<file path="src/amber_pkg.sv">
`default_nettype none

package amber_pkg;

    localparam int WORD_W   = 24;
    localparam int GP_IDX_W = 4;
    localparam int OPC_W    = 4;
    localparam int IMM_W    = 12;
    localparam int GP_COUNT = 16;

    // Data, address and instruction share one width
    typedef logic [WORD_W-1:0]   word_t;
    typedef logic [GP_IDX_W-1:0] gp_idx_t;
    typedef logic [OPC_W-1:0]    opc_t;
    typedef logic [IMM_W-1:0]    imm_t;

    // Instruction field positions
    localparam int OPC_HI = 23;
    localparam int OPC_LO = 20;
    localparam int TGT_HI = 19;
    localparam int TGT_LO = 16;
    localparam int SRC_HI = 15;
    localparam int SRC_LO = 12;
    localparam int IMM_HI = 11;
    localparam int IMM_LO = 0;

    // Anything above OPC_BEQZ decodes as a NOP
    localparam opc_t OPC_NOP  = 4'd0;
    localparam opc_t OPC_ADD  = 4'd1;
    localparam opc_t OPC_SUB  = 4'd2;
    localparam opc_t OPC_AND  = 4'd3;
    localparam opc_t OPC_OR   = 4'd4;
    localparam opc_t OPC_XOR  = 4'd5;
    localparam opc_t OPC_MOVI = 4'd6;
    localparam opc_t OPC_ADDI = 4'd7;
    localparam opc_t OPC_JMP  = 4'd8;
    localparam opc_t OPC_BEQZ = 4'd9;

    // Bubble inserted by fetch on a redirect
    localparam word_t NOP_WORD = '0;

endpackage

`default_nettype wire
</file>
<file path="src/amber_core.sv">
`default_nettype none

module amber_core (
    input  wire logic              iw_clk,
    input  wire logic              iw_rst,
    output amber_pkg::word_t       imem_addr,
    input  wire amber_pkg::word_t  imem_rdata,
    output logic                   retire_valid,
    output amber_pkg::word_t       retire_pc,
    output amber_pkg::gp_idx_t     retire_tgt,
    output amber_pkg::word_t       retire_data
);

    logic               redirect;
    amber_pkg::word_t   redirect_pc;

    logic               if_valid;
    amber_pkg::word_t   if_pc;
    amber_pkg::word_t   if_instr;

    amber_pkg::gp_idx_t rd_a_idx;
    amber_pkg::gp_idx_t rd_b_idx;
    amber_pkg::word_t   rd_a_val;
    amber_pkg::word_t   rd_b_val;

    logic               ex_valid;
    amber_pkg::word_t   ex_pc;
    amber_pkg::opc_t    ex_opc;
    amber_pkg::gp_idx_t ex_tgt;
    amber_pkg::gp_idx_t ex_src;
    amber_pkg::word_t   ex_imm;
    amber_pkg::word_t   ex_a_val;
    amber_pkg::word_t   ex_b_val;

    logic               wb_valid;
    amber_pkg::word_t   wb_pc;
    amber_pkg::gp_idx_t wb_tgt;
    amber_pkg::word_t   wb_data;

    amber_fetch i_amber_fetch (
        .iw_clk      (iw_clk),
        .iw_rst      (iw_rst),
        .redirect    (redirect),
        .redirect_pc (redirect_pc),
        .imem_rdata  (imem_rdata),
        .imem_addr   (imem_addr),
        .if_valid    (if_valid),
        .if_pc       (if_pc),
        .if_instr    (if_instr)
    );

    amber_decode i_amber_decode (
        .iw_clk   (iw_clk),
        .iw_rst   (iw_rst),
        .if_valid (if_valid),
        .if_pc    (if_pc),
        .if_instr (if_instr),
        .redirect (redirect),
        .rd_a_val (rd_a_val),
        .rd_b_val (rd_b_val),
        .rd_a_idx (rd_a_idx),
        .rd_b_idx (rd_b_idx),
        .ex_valid (ex_valid),
        .ex_pc    (ex_pc),
        .ex_opc   (ex_opc),
        .ex_tgt   (ex_tgt),
        .ex_src   (ex_src),
        .ex_imm   (ex_imm),
        .ex_a_val (ex_a_val),
        .ex_b_val (ex_b_val)
    );

    // Writeback register loops back for forwarding
    amber_execute i_amber_execute (
        .iw_clk      (iw_clk),
        .iw_rst      (iw_rst),
        .ex_valid    (ex_valid),
        .ex_pc       (ex_pc),
        .ex_opc      (ex_opc),
        .ex_tgt      (ex_tgt),
        .ex_src      (ex_src),
        .ex_imm      (ex_imm),
        .ex_a_val    (ex_a_val),
        .ex_b_val    (ex_b_val),
        .fwd_valid   (wb_valid),
        .fwd_tgt     (wb_tgt),
        .fwd_data    (wb_data),
        .redirect    (redirect),
        .redirect_pc (redirect_pc),
        .wb_valid    (wb_valid),
        .wb_pc       (wb_pc),
        .wb_tgt      (wb_tgt),
        .wb_data     (wb_data)
    );

    amber_writeback i_amber_writeback (
        .iw_clk       (iw_clk),
        .iw_rst       (iw_rst),
        .wb_valid     (wb_valid),
        .wb_pc        (wb_pc),
        .wb_tgt       (wb_tgt),
        .wb_data      (wb_data),
        .rd_a_idx     (rd_a_idx),
        .rd_b_idx     (rd_b_idx),
        .rd_a_val     (rd_a_val),
        .rd_b_val     (rd_b_val),
        .retire_valid (retire_valid),
        .retire_pc    (retire_pc),
        .retire_tgt   (retire_tgt),
        .retire_data  (retire_data)
    );

endmodule

`default_nettype wire

</file>
<file path="src/amber_writeback.sv">
`default_nettype none

module amber_writeback (
    input  wire logic                iw_clk,
    input  wire logic                iw_rst,
    input  wire logic                wb_valid,
    input  wire amber_pkg::word_t    wb_pc,
    input  wire amber_pkg::gp_idx_t  wb_tgt,
    input  wire amber_pkg::word_t    wb_data,
    input  wire amber_pkg::gp_idx_t  rd_a_idx,
    input  wire amber_pkg::gp_idx_t  rd_b_idx,
    output amber_pkg::word_t         rd_a_val,
    output amber_pkg::word_t         rd_b_val,
    output logic                     retire_valid,
    output amber_pkg::word_t         retire_pc,
    output amber_pkg::gp_idx_t       retire_tgt,
    output amber_pkg::word_t         retire_data
);

    amber_pkg::word_t gp_regs [amber_pkg::GP_COUNT];

    // A write landing this cycle wins over the stored value
    function automatic amber_pkg::word_t read_port(
        input amber_pkg::gp_idx_t idx,
        input amber_pkg::word_t   stored
    );
        if (wb_valid && (wb_tgt == idx)) begin
            return wb_data;
        end
        return stored;
    endfunction

    always_comb begin
        rd_a_val = read_port(rd_a_idx, gp_regs[rd_a_idx]);
        rd_b_val = read_port(rd_b_idx, gp_regs[rd_b_idx]);
    end

    always_ff @(posedge iw_clk or posedge iw_rst) begin
        if (iw_rst) begin
            for (int i = 0; i < amber_pkg::GP_COUNT; i++) begin
                gp_regs[i] <= '0;
            end
        end else if (wb_valid) begin
            gp_regs[wb_tgt] <= wb_data;
        end
    end

    // Retire reports the write that commits at the next edge
    assign retire_valid = wb_valid;
    assign retire_pc    = wb_pc;
    assign retire_tgt   = wb_tgt;
    assign retire_data  = wb_data;

endmodule

`default_nettype wire

</file>
<file path="src/amber_execute.sv">
`default_nettype none

module amber_execute (
    input  wire logic                iw_clk,
    input  wire logic                iw_rst,
    input  wire logic                ex_valid,
    input  wire amber_pkg::word_t    ex_pc,
    input  wire amber_pkg::opc_t     ex_opc,
    input  wire amber_pkg::gp_idx_t  ex_tgt,
    input  wire amber_pkg::gp_idx_t  ex_src,
    input  wire amber_pkg::word_t    ex_imm,
    input  wire amber_pkg::word_t    ex_a_val,
    input  wire amber_pkg::word_t    ex_b_val,
    input  wire logic                fwd_valid,
    input  wire amber_pkg::gp_idx_t  fwd_tgt,
    input  wire amber_pkg::word_t    fwd_data,
    output logic                     redirect,
    output amber_pkg::word_t         redirect_pc,
    output logic                     wb_valid,
    output amber_pkg::word_t         wb_pc,
    output amber_pkg::gp_idx_t       wb_tgt,
    output amber_pkg::word_t         wb_data
);

    amber_pkg::word_t src_op;
    amber_pkg::word_t tgt_op;
    amber_pkg::word_t alu_result;
    logic             writes_reg;
    logic             tgt_is_zero;

    // The instruction one ahead is sitting in the writeback register
    assign src_op = (fwd_valid && (fwd_tgt == ex_src)) ? fwd_data : ex_a_val;
    assign tgt_op = (fwd_valid && (fwd_tgt == ex_tgt)) ? fwd_data : ex_b_val;

    assign tgt_is_zero = (tgt_op == '0);

    always_comb begin
        alu_result = '0;
        writes_reg = 1'b0;
        case (ex_opc)
            amber_pkg::OPC_ADD: begin
                alu_result = tgt_op + src_op;
                writes_reg = 1'b1;
            end
            amber_pkg::OPC_SUB: begin
                alu_result = tgt_op - src_op;
                writes_reg = 1'b1;
            end
            amber_pkg::OPC_AND: begin
                alu_result = tgt_op & src_op;
                writes_reg = 1'b1;
            end
            amber_pkg::OPC_OR: begin
                alu_result = tgt_op | src_op;
                writes_reg = 1'b1;
            end
            amber_pkg::OPC_XOR: begin
                alu_result = tgt_op ^ src_op;
                writes_reg = 1'b1;
            end
            amber_pkg::OPC_MOVI: begin
                alu_result = ex_imm;
                writes_reg = 1'b1;
            end
            amber_pkg::OPC_ADDI: begin
                alu_result = tgt_op + ex_imm;
                writes_reg = 1'b1;
            end
            default: begin
                alu_result = '0;
                writes_reg = 1'b0;
            end
        endcase
    end

    // Both branch kinds are PC relative
    assign redirect_pc = ex_pc + ex_imm;

    always_comb begin
        redirect = 1'b0;
        if (ex_valid) begin
            if (ex_opc == amber_pkg::OPC_JMP) begin
                redirect = 1'b1;
            end else if (ex_opc == amber_pkg::OPC_BEQZ) begin
                redirect = tgt_is_zero;
            end
        end
    end

    always_ff @(posedge iw_clk or posedge iw_rst) begin
        if (iw_rst) begin
            wb_valid <= 1'b0;
            wb_pc    <= '0;
            wb_tgt   <= '0;
            wb_data  <= '0;
        end else begin
            wb_valid <= ex_valid && writes_reg;
            wb_pc    <= ex_pc;
            wb_tgt   <= ex_tgt;
            wb_data  <= alu_result;
        end
    end

endmodule

`default_nettype wire

</file>
<file path="src/amber_decode.sv">
`default_nettype none

module amber_decode (
    input  wire logic                iw_clk,
    input  wire logic                iw_rst,
    input  wire logic                if_valid,
    input  wire amber_pkg::word_t    if_pc,
    input  wire amber_pkg::word_t    if_instr,
    input  wire logic                redirect,
    input  wire amber_pkg::word_t    rd_a_val,
    input  wire amber_pkg::word_t    rd_b_val,
    output amber_pkg::gp_idx_t       rd_a_idx,
    output amber_pkg::gp_idx_t       rd_b_idx,
    output logic                     ex_valid,
    output amber_pkg::word_t         ex_pc,
    output amber_pkg::opc_t          ex_opc,
    output amber_pkg::gp_idx_t       ex_tgt,
    output amber_pkg::gp_idx_t       ex_src,
    output amber_pkg::word_t         ex_imm,
    output amber_pkg::word_t         ex_a_val,
    output amber_pkg::word_t         ex_b_val
);

    amber_pkg::opc_t    if_opc;
    amber_pkg::gp_idx_t if_tgt;
    amber_pkg::gp_idx_t if_src;
    amber_pkg::imm_t    if_imm;
    amber_pkg::opc_t    opc_legal;
    amber_pkg::word_t   imm_sext;

    assign if_opc = if_instr[amber_pkg::OPC_HI:amber_pkg::OPC_LO];
    assign if_tgt = if_instr[amber_pkg::TGT_HI:amber_pkg::TGT_LO];
    assign if_src = if_instr[amber_pkg::SRC_HI:amber_pkg::SRC_LO];
    assign if_imm = if_instr[amber_pkg::IMM_HI:amber_pkg::IMM_LO];

    // Port a reads the source, port b the target
    assign rd_a_idx = if_src;
    assign rd_b_idx = if_tgt;

    assign opc_legal = (if_opc > amber_pkg::OPC_BEQZ) ? amber_pkg::OPC_NOP : if_opc;
    assign imm_sext  = {{(amber_pkg::WORD_W - amber_pkg::IMM_W){if_imm[amber_pkg::IMM_W-1]}},
                        if_imm};

    always_ff @(posedge iw_clk or posedge iw_rst) begin
        if (iw_rst) begin
            ex_valid <= 1'b0;
            ex_pc    <= '0;
            ex_opc   <= amber_pkg::OPC_NOP;
            ex_tgt   <= '0;
            ex_src   <= '0;
            ex_imm   <= '0;
            ex_a_val <= '0;
            ex_b_val <= '0;
        end else begin
            // Branch in execute squashes the instruction being decoded
            ex_valid <= if_valid && !redirect;
            ex_pc    <= if_pc;
            ex_opc   <= opc_legal;
            ex_tgt   <= if_tgt;
            ex_src   <= if_src;
            ex_imm   <= imm_sext;
            ex_a_val <= rd_a_val;
            ex_b_val <= rd_b_val;
        end
    end

endmodule

`default_nettype wire

</file>
<file path="src/amber_fetch.sv">
`default_nettype none

module amber_fetch (
    input  wire logic              iw_clk,
    input  wire logic              iw_rst,
    input  wire logic              redirect,
    input  wire amber_pkg::word_t  redirect_pc,
    input  wire amber_pkg::word_t  imem_rdata,
    output amber_pkg::word_t       imem_addr,
    output logic                   if_valid,
    output amber_pkg::word_t       if_pc,
    output amber_pkg::word_t       if_instr
);

    amber_pkg::word_t pc;

    // Memory answers in the same cycle, so the PC goes straight out
    assign imem_addr = pc;

    always_ff @(posedge iw_clk or posedge iw_rst) begin
        if (iw_rst) begin
            pc       <= '0;
            if_valid <= 1'b0;
            if_pc    <= '0;
            if_instr <= amber_pkg::NOP_WORD;
        end else if (redirect) begin
            // Word fetched this cycle is on the wrong path
            pc       <= redirect_pc;
            if_valid <= 1'b0;
            if_pc    <= pc;
            if_instr <= amber_pkg::NOP_WORD;
        end else begin
            pc       <= pc + amber_pkg::word_t'(1);
            if_valid <= 1'b1;
            if_pc    <= pc;
            if_instr <= imem_rdata;
        end
    end

endmodule

`default_nettype wire

</file>
<file path="config.mk">
export PLATFORM = sky130hd
export DESIGN_NAME = amber_core
export DESIGN_NICKNAME = d
export VERILOG_FILES = /design/src/amber_pkg.sv /design/src/amber_core.sv /design/src/amber_writeback.sv /design/src/amber_execute.sv /design/src/amber_decode.sv /design/src/amber_fetch.sv
export SDC_FILE = /design/constraint.sdc
export NUM_CORES = 1
export LEC_CHECK = 0
export BUFFER_PORTS_ARGS = -buffer_cell sky130_fd_sc_hd__buf_4
export CAP_MARGIN = 0
export CORE_ASPECT_RATIO = 1.75
export CORE_MARGIN = 10
export CORE_UTILIZATION = 40
export CTS_CLUSTER_SIZE = 25
export DETAILED_ROUTE_END_ITERATION = 10
export PLACE_DENSITY = 0.53
export SYNTH_ARGS = -nofsm -noshare
export SYNTH_HDL_FRONTEND = slang
export SYNTH_SLANG_ARGS = --single-unit
</file>
<file path="constraint.sdc">
create_clock -name iw_clk -period 32.9 [get_ports iw_clk]
set_input_delay 0 -clock iw_clk [delete_from_list [all_inputs] [get_ports iw_clk]]
set_output_delay 0 -clock iw_clk [all_outputs]
set_load 0.01 [all_outputs]
</file>
==> reports/results.ini, run 1 <==
[run_status]
outcome=finished, final reports clean

[die]
start_util_pct=40.36
ios=103
die_w_um=234.4
fp.dieH_um=395.2
row_count=137
die_area_sq_um=92610
core_sq_um=79710

[cts]
tritoncts=done
clock_sinks=607
ctsResizeCount=0
cts_inserted_buffers=56
clkSlewWorstSetupHoldPaths_ns=0.07
h-tree-depth=2
clock_latency_ns=0.65
cts-root-buf=clkbuf_16
clockBufferDepth=3
post-cts-setup-buffers=0
cts_hold_buf=25

[final_layout]
final_cells=3415
fin_nets=2447
drive_above_1_share_pct=40.16
area.growth.synth_to_final_pct=12.22
n_antenna_cell=0
multi_input_area_sq_um=16160
regArea_sq_um=15210
fillCellCount=7049
utilization_pct=45.29

[route]
via_per_inst=5.938
ant_nets=0
drcViolationCount=0
drt-total-wl_um=95780
dr.pass1.iters=5
num_vias=20280
drt_iter0_markers=1196
wl_per_cell_um=28.05

[sta]
slew_viol_final=0
clock_skew_ns=0.02233
fin_crit_ns=5.252
setup_violations=0
clock.fmax_ghz=0.1904
rsz0062_at_grt=false
worstMarginPinSlew_ns=1.191
final.setup.tns_ns=0
max_slew_margin_pct=20.60
hold_viol=0
setup_ws_ns=27.65
fin_crit_sh_pct=15.96

[synthesis]
synth.avg_cell_area_sq_um=14.13
synthesis.yosys.warnings=0
synth_edf_count=0
synth-seq-cells=607
async_flop_share_pct=100.0
synthCells=2277
yosys.area.top_type_share_pct=47.22
synth_area_leaders=dfrtp_1 47%, mux4_2 17%, mux2_2 15%
synth_top_cell_by_area=dfrtp_1
syn-num-nets=2398
synth_area_sq_um=32170
ys_seq_area_share_pct=47.22
synth.distinct_cells=62
synth_ff_type=dfrtp_1

[flow_run]
maxCapViolations=0

[placement]
dp_slack_ns=27.78
port-buffer-count=102
dp_cells=3285
place.gp.congestion=0.8800
dp_hpwl_um=60800

[pwr]
total_power_mw=2.400
p_per_area_nw_per_um2=66.49
p_leak_nw=16.69
ir_worst_vdd_uv=46.47

[setup_path]
critPathMaxFanout=38
worstSetupEndpointType=flop
cp-start-kind=flop
cp.required_ns=33.46
crit_arrival_ns=5.81
crit_type=reg -> reg

[global_route]
grt_overflow=0
antenna_found_initial=0
grt_pass1_wl_um=145000
grt_max_degree=164
grt_use_total_pct=20.79
grt_pass1_vias=22210

[min_path]
hold_path.class=in -> async

worst max-delay path: stages (launching register included):
cell	delay [ns]
dfrtp_1	0.52
xor2_1	0.24
nor4_4	0.29
buf_4	0.56
mux2i_1	0.39
inv_1	0.13
nor2_1	0.25
a211oi_1	0.11
a21oi_1	0.14
o21ai_0	0.13
ha_1	0.38
nand2_1	0.07
o21ai_0	0.31
nand4_1	0.24
a21boi_0	0.46
o211ai_1	0.23
a31o_2	0.28
or2_2	0.27
o211ai_1	0.15
worst paths after layout:
kind,startpoint,endpoint,slack [ns],cells past startpoint
worst max-delay path,i_amber_execute.wb_tgt[3],i_amber_execute.wb_data[23],27.65,18
worst min register to register,i_amber_fetch.if_pc[12],i_amber_decode.ex_pc[12],0.34,0
worst min-delay path,iw_rst,i_amber_writeback.gp_regs[67],0.05,3
max in group asynchronous,iw_rst,i_amber_execute.wb_pc[19],30.13,6
worst max register to register,i_amber_execute.wb_tgt[3],i_amber_execute.wb_data[23],27.65,18
min in group iw_clk,imem_rdata[14],i_amber_fetch.if_instr[14],0.10,3
flip-flops by register name, summed over array words and instances (netlist names), 4 cells and up:
signal / count
i_amber_fetch.if_pc: 24
i_amber_decode.ex_src: 4
i_amber_writeback.gp_regs: 384
i_amber_execute.wb_data: 24
i_amber_decode.ex_pc: 24
i_amber_execute.wb_pc: 24
i_amber_decode.ex_tgt: 4
i_amber_decode.ex_a_val: 24
i_amber_fetch.if_instr: 24
i_amber_execute.wb_tgt: 4
i_amber_fetch.imem_addr: 24
i_amber_decode.ex_b_val: 24
i_amber_decode.ex_opc: 4
i_amber_decode.ex_imm: 12
final cells by class:
type | instances | area share (%)
Clock buffer | 82 | 4.513
Clock inverter | 23 | 0.5788
Inverter | 60 | 0.6446
Sequential cell | 607 | 42.13
Tap cell | 1042 | 3.611
Timing Repair Buffer | 171 | 3.764
Multi-Input combinational cell | 1430 | 44.76
cells in the mapped netlist (all sizes together) (3+ instances only):
master	count
a31o	3
a21o	19
mux2	436
nand2	62
and3	12
a31oi	4
nand3	25
xnor2	41
a221oi	14
a21boi	4
nor2b	9
buf	34
o21bai	6
xor2	47
nor3	19
nor3b	6
dfrtp	607
nand2b	17
o21a	5
o211ai	9
o221ai	33
mux4	240
nand3b	3
clkbuf	146
a21oi	49
or2	4
o31ai	5
ha	93
nor4	15
a211oi	6
nor2	61
mux2i	76
a222oi	9
and4	6
a22oi	3
inv	60
and2	28
or3	7
o21ai	29
nand4	5
report_power, final:
| part | total (mW) | internal [mW] | switching [mW] |
|---|---|---|---|
| combinational | 0.688 | 0.340 | 0.348 |
| sequential | 1.05 | 0.890 | 0.162 |
| clock | 0.660 | 0.361 | 0.300 |
per-layer routing:
metal | up-vias | track usage (%) | routed length [um]
met5 | - | 0 | 0
met4 | 0 | 7.219 | 3220
met3 | 164 | 2.423 | 3902
met2 | 514 | 37.78 | 51480
met1 | 10940 | 24.72 | 37180
li1 | 8665 | - | -
cell families (layout without fill, tap and decap cells):
family | Yosys count | count (layout) | share of synthesized area [%]
flip-flops | 607 | 607 | 47.22
adder cells (fa/ha/maj) | 95 | 95 | 3.742
AO/OA/AOI/OAI | 212 | 212 | 4.644
buffers and inverters | 240 | 336 | 2.929
XOR/XNOR | 88 | 88 | 2.396
multiplexers | 752 | 752 | 34.43
AND/OR/NAND/NOR | 283 | 283 | 4.644
per-stage QoR:
step	hold slack (ns)	area [sq um]
2_1_floorplan	0.1286	32170
3_3_place_gp	0.2063	34010
3_5_place_dp	0.2112	34010
4_1_cts	0.07263	36100
5_1_grt	0.09091	36100
6_report	0.05071	36100
placed cells by master (no fill, tap or decap), drive strengths merged, types with 6 or more instances in the layout:
master,instances
a211oi,6
a21o,19
a21oi,49
a221oi,14
a222oi,9
and2,28
and3,12
and4,6
buf,146
clkbuf,82
clkinv,16
dfrtp,607
dlygate4sd3,25
ha,93
inv,62
mux2,436
mux2i,76
mux4,240
nand2,62
nand2b,17
nand3,25
nor2,61
nor2b,9
nor3,19
nor3b,6
nor4,15
o211ai,9
o21ai,29
o21bai,6
o221ai,33
or3,7
xnor2,41
xor2,47
No activity file was read; power rests on OpenSTA's default activity.
==> run 2, diff against run 1 <==
--- a/config.mk
+++ b/config.mk
@@ -12,7 +12,7 @@
 export CORE_UTILIZATION = 40
 export CTS_CLUSTER_SIZE = 25
 export DETAILED_ROUTE_END_ITERATION = 10
-export PLACE_DENSITY = 0.53
+export PLACE_DENSITY = 0.55
 export SYNTH_ARGS = -nofsm -noshare
 export SYNTH_HDL_FRONTEND = slang
 export SYNTH_SLANG_ARGS = --single-unit
==> constraint.sdc (replaced) <==
create_clock -name iw_clk -period 4.7 [get_ports iw_clk]
set_input_delay 0 -clock iw_clk [delete_from_list [all_inputs] [get_ports iw_clk]]
set_output_delay 0 -clock iw_clk [all_outputs]
set_load 0.01 [all_outputs]
==> reports/results.ini, run 2 (synthesis gave the netlist of run 1 again) <==
[run_status]
outcome=finished, final reports clean

[sta]
clock_skew_ns=0.03107  ; +0.008736 ns
worstMarginPinSlew_ns=1.220  ; +0.02887 ns
rsz0062_at_grt=false
setup_violations=0  ; unchanged
fin_crit_sh_pct=94.07  ; +78 points
fin_crit_ns=4.421  ; -0.8312 ns
setup_ws_ns=0.2788  ; -27.37 ns
hold_viol=0  ; unchanged
clock.fmax_ghz=0.2262  ; +19%
max_slew_margin_pct=18.48  ; -2.1 points
slew_viol_final=0  ; unchanged

[cts]
cts-root-buf=clkbuf_16
clock_sinks=607  ; unchanged
clockBufferDepth=3  ; unchanged
tritoncts=done
h-tree-depth=2  ; unchanged
cts_inserted_buffers=58  ; +3.6%
clkSlewWorstSetupHoldPaths_ns=0.07  ; about the same
clock_latency_ns=0.66  ; about the same

[setup_path]
crit_arrival_ns=4.89  ; -0.92 ns
crit_type=reg -> reg
r2r-start=i_amber_execute.wb_tgt[3]
regToRegSetupSlack_ns=0.28  ; -27.37 ns
r2r_cells=16  ; -2
cp-start-kind=flop
slowest_delay_ns=0.47  ; -0.09 ns
critPathMaxFanout=9  ; -76%
r2r-end=i_amber_execute.wb_data[18]
cp.required_ns=5.17  ; -28.29 ns
critPathSlowestCell=fa_1
cp_cell_sequence=buf_4 > xor2_1 > nor4_4 > buf_4 > mux2i_1 > inv_1 > ha_1 > fa_1 > a21oi_1 > nor2_1 > o211ai_1 > a21o_1 > a31oi_1 > a21boi_0 > xor2_1 > o221ai_1
worstSetupEndpointType=flop

[global_route]
grt_overflow=0  ; unchanged
grt_use_total_pct=20.97  ; +0.19 points
gr-usage-met1_pct=23.87  ; -0.85 points
grt_max_degree=158  ; -3.7%
antenna_found_initial=0  ; unchanged
use_met2_pct=38.24  ; +0.46 points
grt_use_met3_pct=2.351  ; -0.072 points
grt_pass1_vias=22610  ; +1.8%
grt_most_used_layer=met2
grt_pass1_wl_um=146000  ; +0.68%

[final_layout]
fin_nets=2500  ; +2.2%
utilization_pct=46.19  ; +0.90 points
final_cell_mix=599 x dfrtp_1, 436 x mux2_2, 240 x mux4_2, 187 x buf_4, 93 x ha_1
regMostFlops=i_amber_writeback.gp_regs
final_common_cell=dfrtp_1
drive_above_1_share_pct=41.85  ; +1.7 points
n_antenna_cell=0  ; unchanged
largest_reg_flops=384  ; unchanged
area.growth.synth_to_final_pct=14.45

[pwr]
p_leak_nw=17.09  ; +2.4%
p_per_area_nw_per_um2=472.1  ; +610%
ir_worst_vdd_uv=353.0  ; +660%

[route]
wl_per_cell_um=27.77  ; -1.0%
drcViolationCount=0  ; unchanged
drt_iter0_markers=1267  ; +5.9%
drt-total-wl_um=96350  ; +0.59%
ant_nets=0  ; unchanged
via_per_inst=5.901  ; -0.63%
dr.pass1.iters=5  ; unchanged
num_vias=20480  ; +0.97%

[min_path]
hold_end=i_amber_fetch.if_instr[4]
hold_path_depth=3
min_from=imem_rdata[4]
hold_path.class=in -> reg

[die]
row_count=137  ; unchanged
die_area_sq_um=92610  ; unchanged
fp.dieH_um=395.2  ; unchanged
ios=103  ; unchanged
start_util_pct=40.36  ; unchanged
die_w_um=234.4  ; unchanged
core_sq_um=79710  ; unchanged

[flow_run]
maxCapViolations=0  ; unchanged

[placement]
port-buffer-count=102  ; unchanged
place.gp.congestion=0.8919  ; +1.4%
dp_hpwl_um=63290  ; +4.1%
dp_slack_ns=0.1338  ; -27.65 ns

-- run 2: cell types whose count changed in the layout (fill, tap and decap cells not counted), moves of 2 or more --
cell       delta
buf_4        +42
buf_12        +8
bufinv_16     +4
clkbuf_1      -4
clkbuf_16     +4
clkbuf_8      +2
inv_6         -2
mux2i_1       -2
mux2i_2       +2
-- run 2: area by class of cell --
class | count | area [sq um]
Fill cell | 6999 | 42890
Multi-Input combinational cell | 1430 | 16180
Sequential cell | 607 | 15210
Timing Repair Buffer | 222 | 1846
Clock buffer | 84 | 1742
Tap cell | 1042 | 1304
Clock inverter | 25 | 311.5
Inverter | 60 | 229.0
-- run 2: critical path, delay by kind of cell (launching register included) --
kind,cells,cell delay [ns]
AO/OA/AOI/OAI,6,1.42
XOR/XNOR,2,0.35
adder cells (fa/ha/maj),2,0.73
multiplexers,1,0.44
buffers and inverters,3,0.51
flip-flops,1,0.39
AND/OR/NAND/NOR,2,0.40
-- run 2: worst max-delay path by stage --
stage | from | endpoint | slack (ns) | cells past startpoint
finish | i_amber_execute.wb_tgt[3] | i_amber_execute.wb_data[18] | 0.28 | 16
global route | i_amber_execute.wb_tgt[1] | i_amber_execute.wb_data[21] | 0.01 | 20
CTS | i_amber_execute.wb_tgt[3] | i_amber_execute.wb_data[21] | 0.08 | 18
detailed placement | i_amber_execute.wb_tgt[3] | i_amber_execute.wb_data[21] | 0.13 | 18
global placement | i_amber_execute.wb_tgt[3] | i_amber_execute.wb_data[21] | 0.17 | 18
floorplan | iw_rst | i_amber_decode.ex_a_val[0] | -3.58 | 1
-- run 2: timing repair --
| item | in CTS | in global routing |
|---|---|---|
| buffers inserted | 0 | 2 |
| setup endpoints to repair | 0 | 5 |
| gates resized for setup | 0 | 7 |
| hold buffers | 25 | 0 |
| endpoints found under the hold margin | 49 | 0 |
-- run 2: power by group --
| part | switching (mW) | leakage [nW] | internal, mW |
|---|---|---|---|
| clock | 2.13 | 1.01 | 2.90 |
| sequential | 0.965 | 8.11 | 6.24 |
| combinational | 2.64 | 7.96 | 2.51 |
| total | 5.73 | 17.1 | 11.6 |
-- run 2: stage by stage --
stage	std cells	power [mW]	area, sq um	hold WS [ns]	TNS, ns
3_5_place_dp	3334	12.43	34480	0.2125	0
2_1_floorplan	2277	10.43	32170	0.1286	-2173.75
3_3_place_gp	3334	12.28	34480	0.2107	0
4_1_cts	3468	17.55	36780	0.07935	0
5_1_grt	3470	18.29	36820	0.1043	0
6_report	3470	17.38	36820	0.1051	0
-- run 2: routing by layer --
metal  routed length [um]  share of wire (%)
met1                36390                 38
met2                51680                 54
met3                 3395                3.5
met4                 4886                5.1
met5                    0                  0
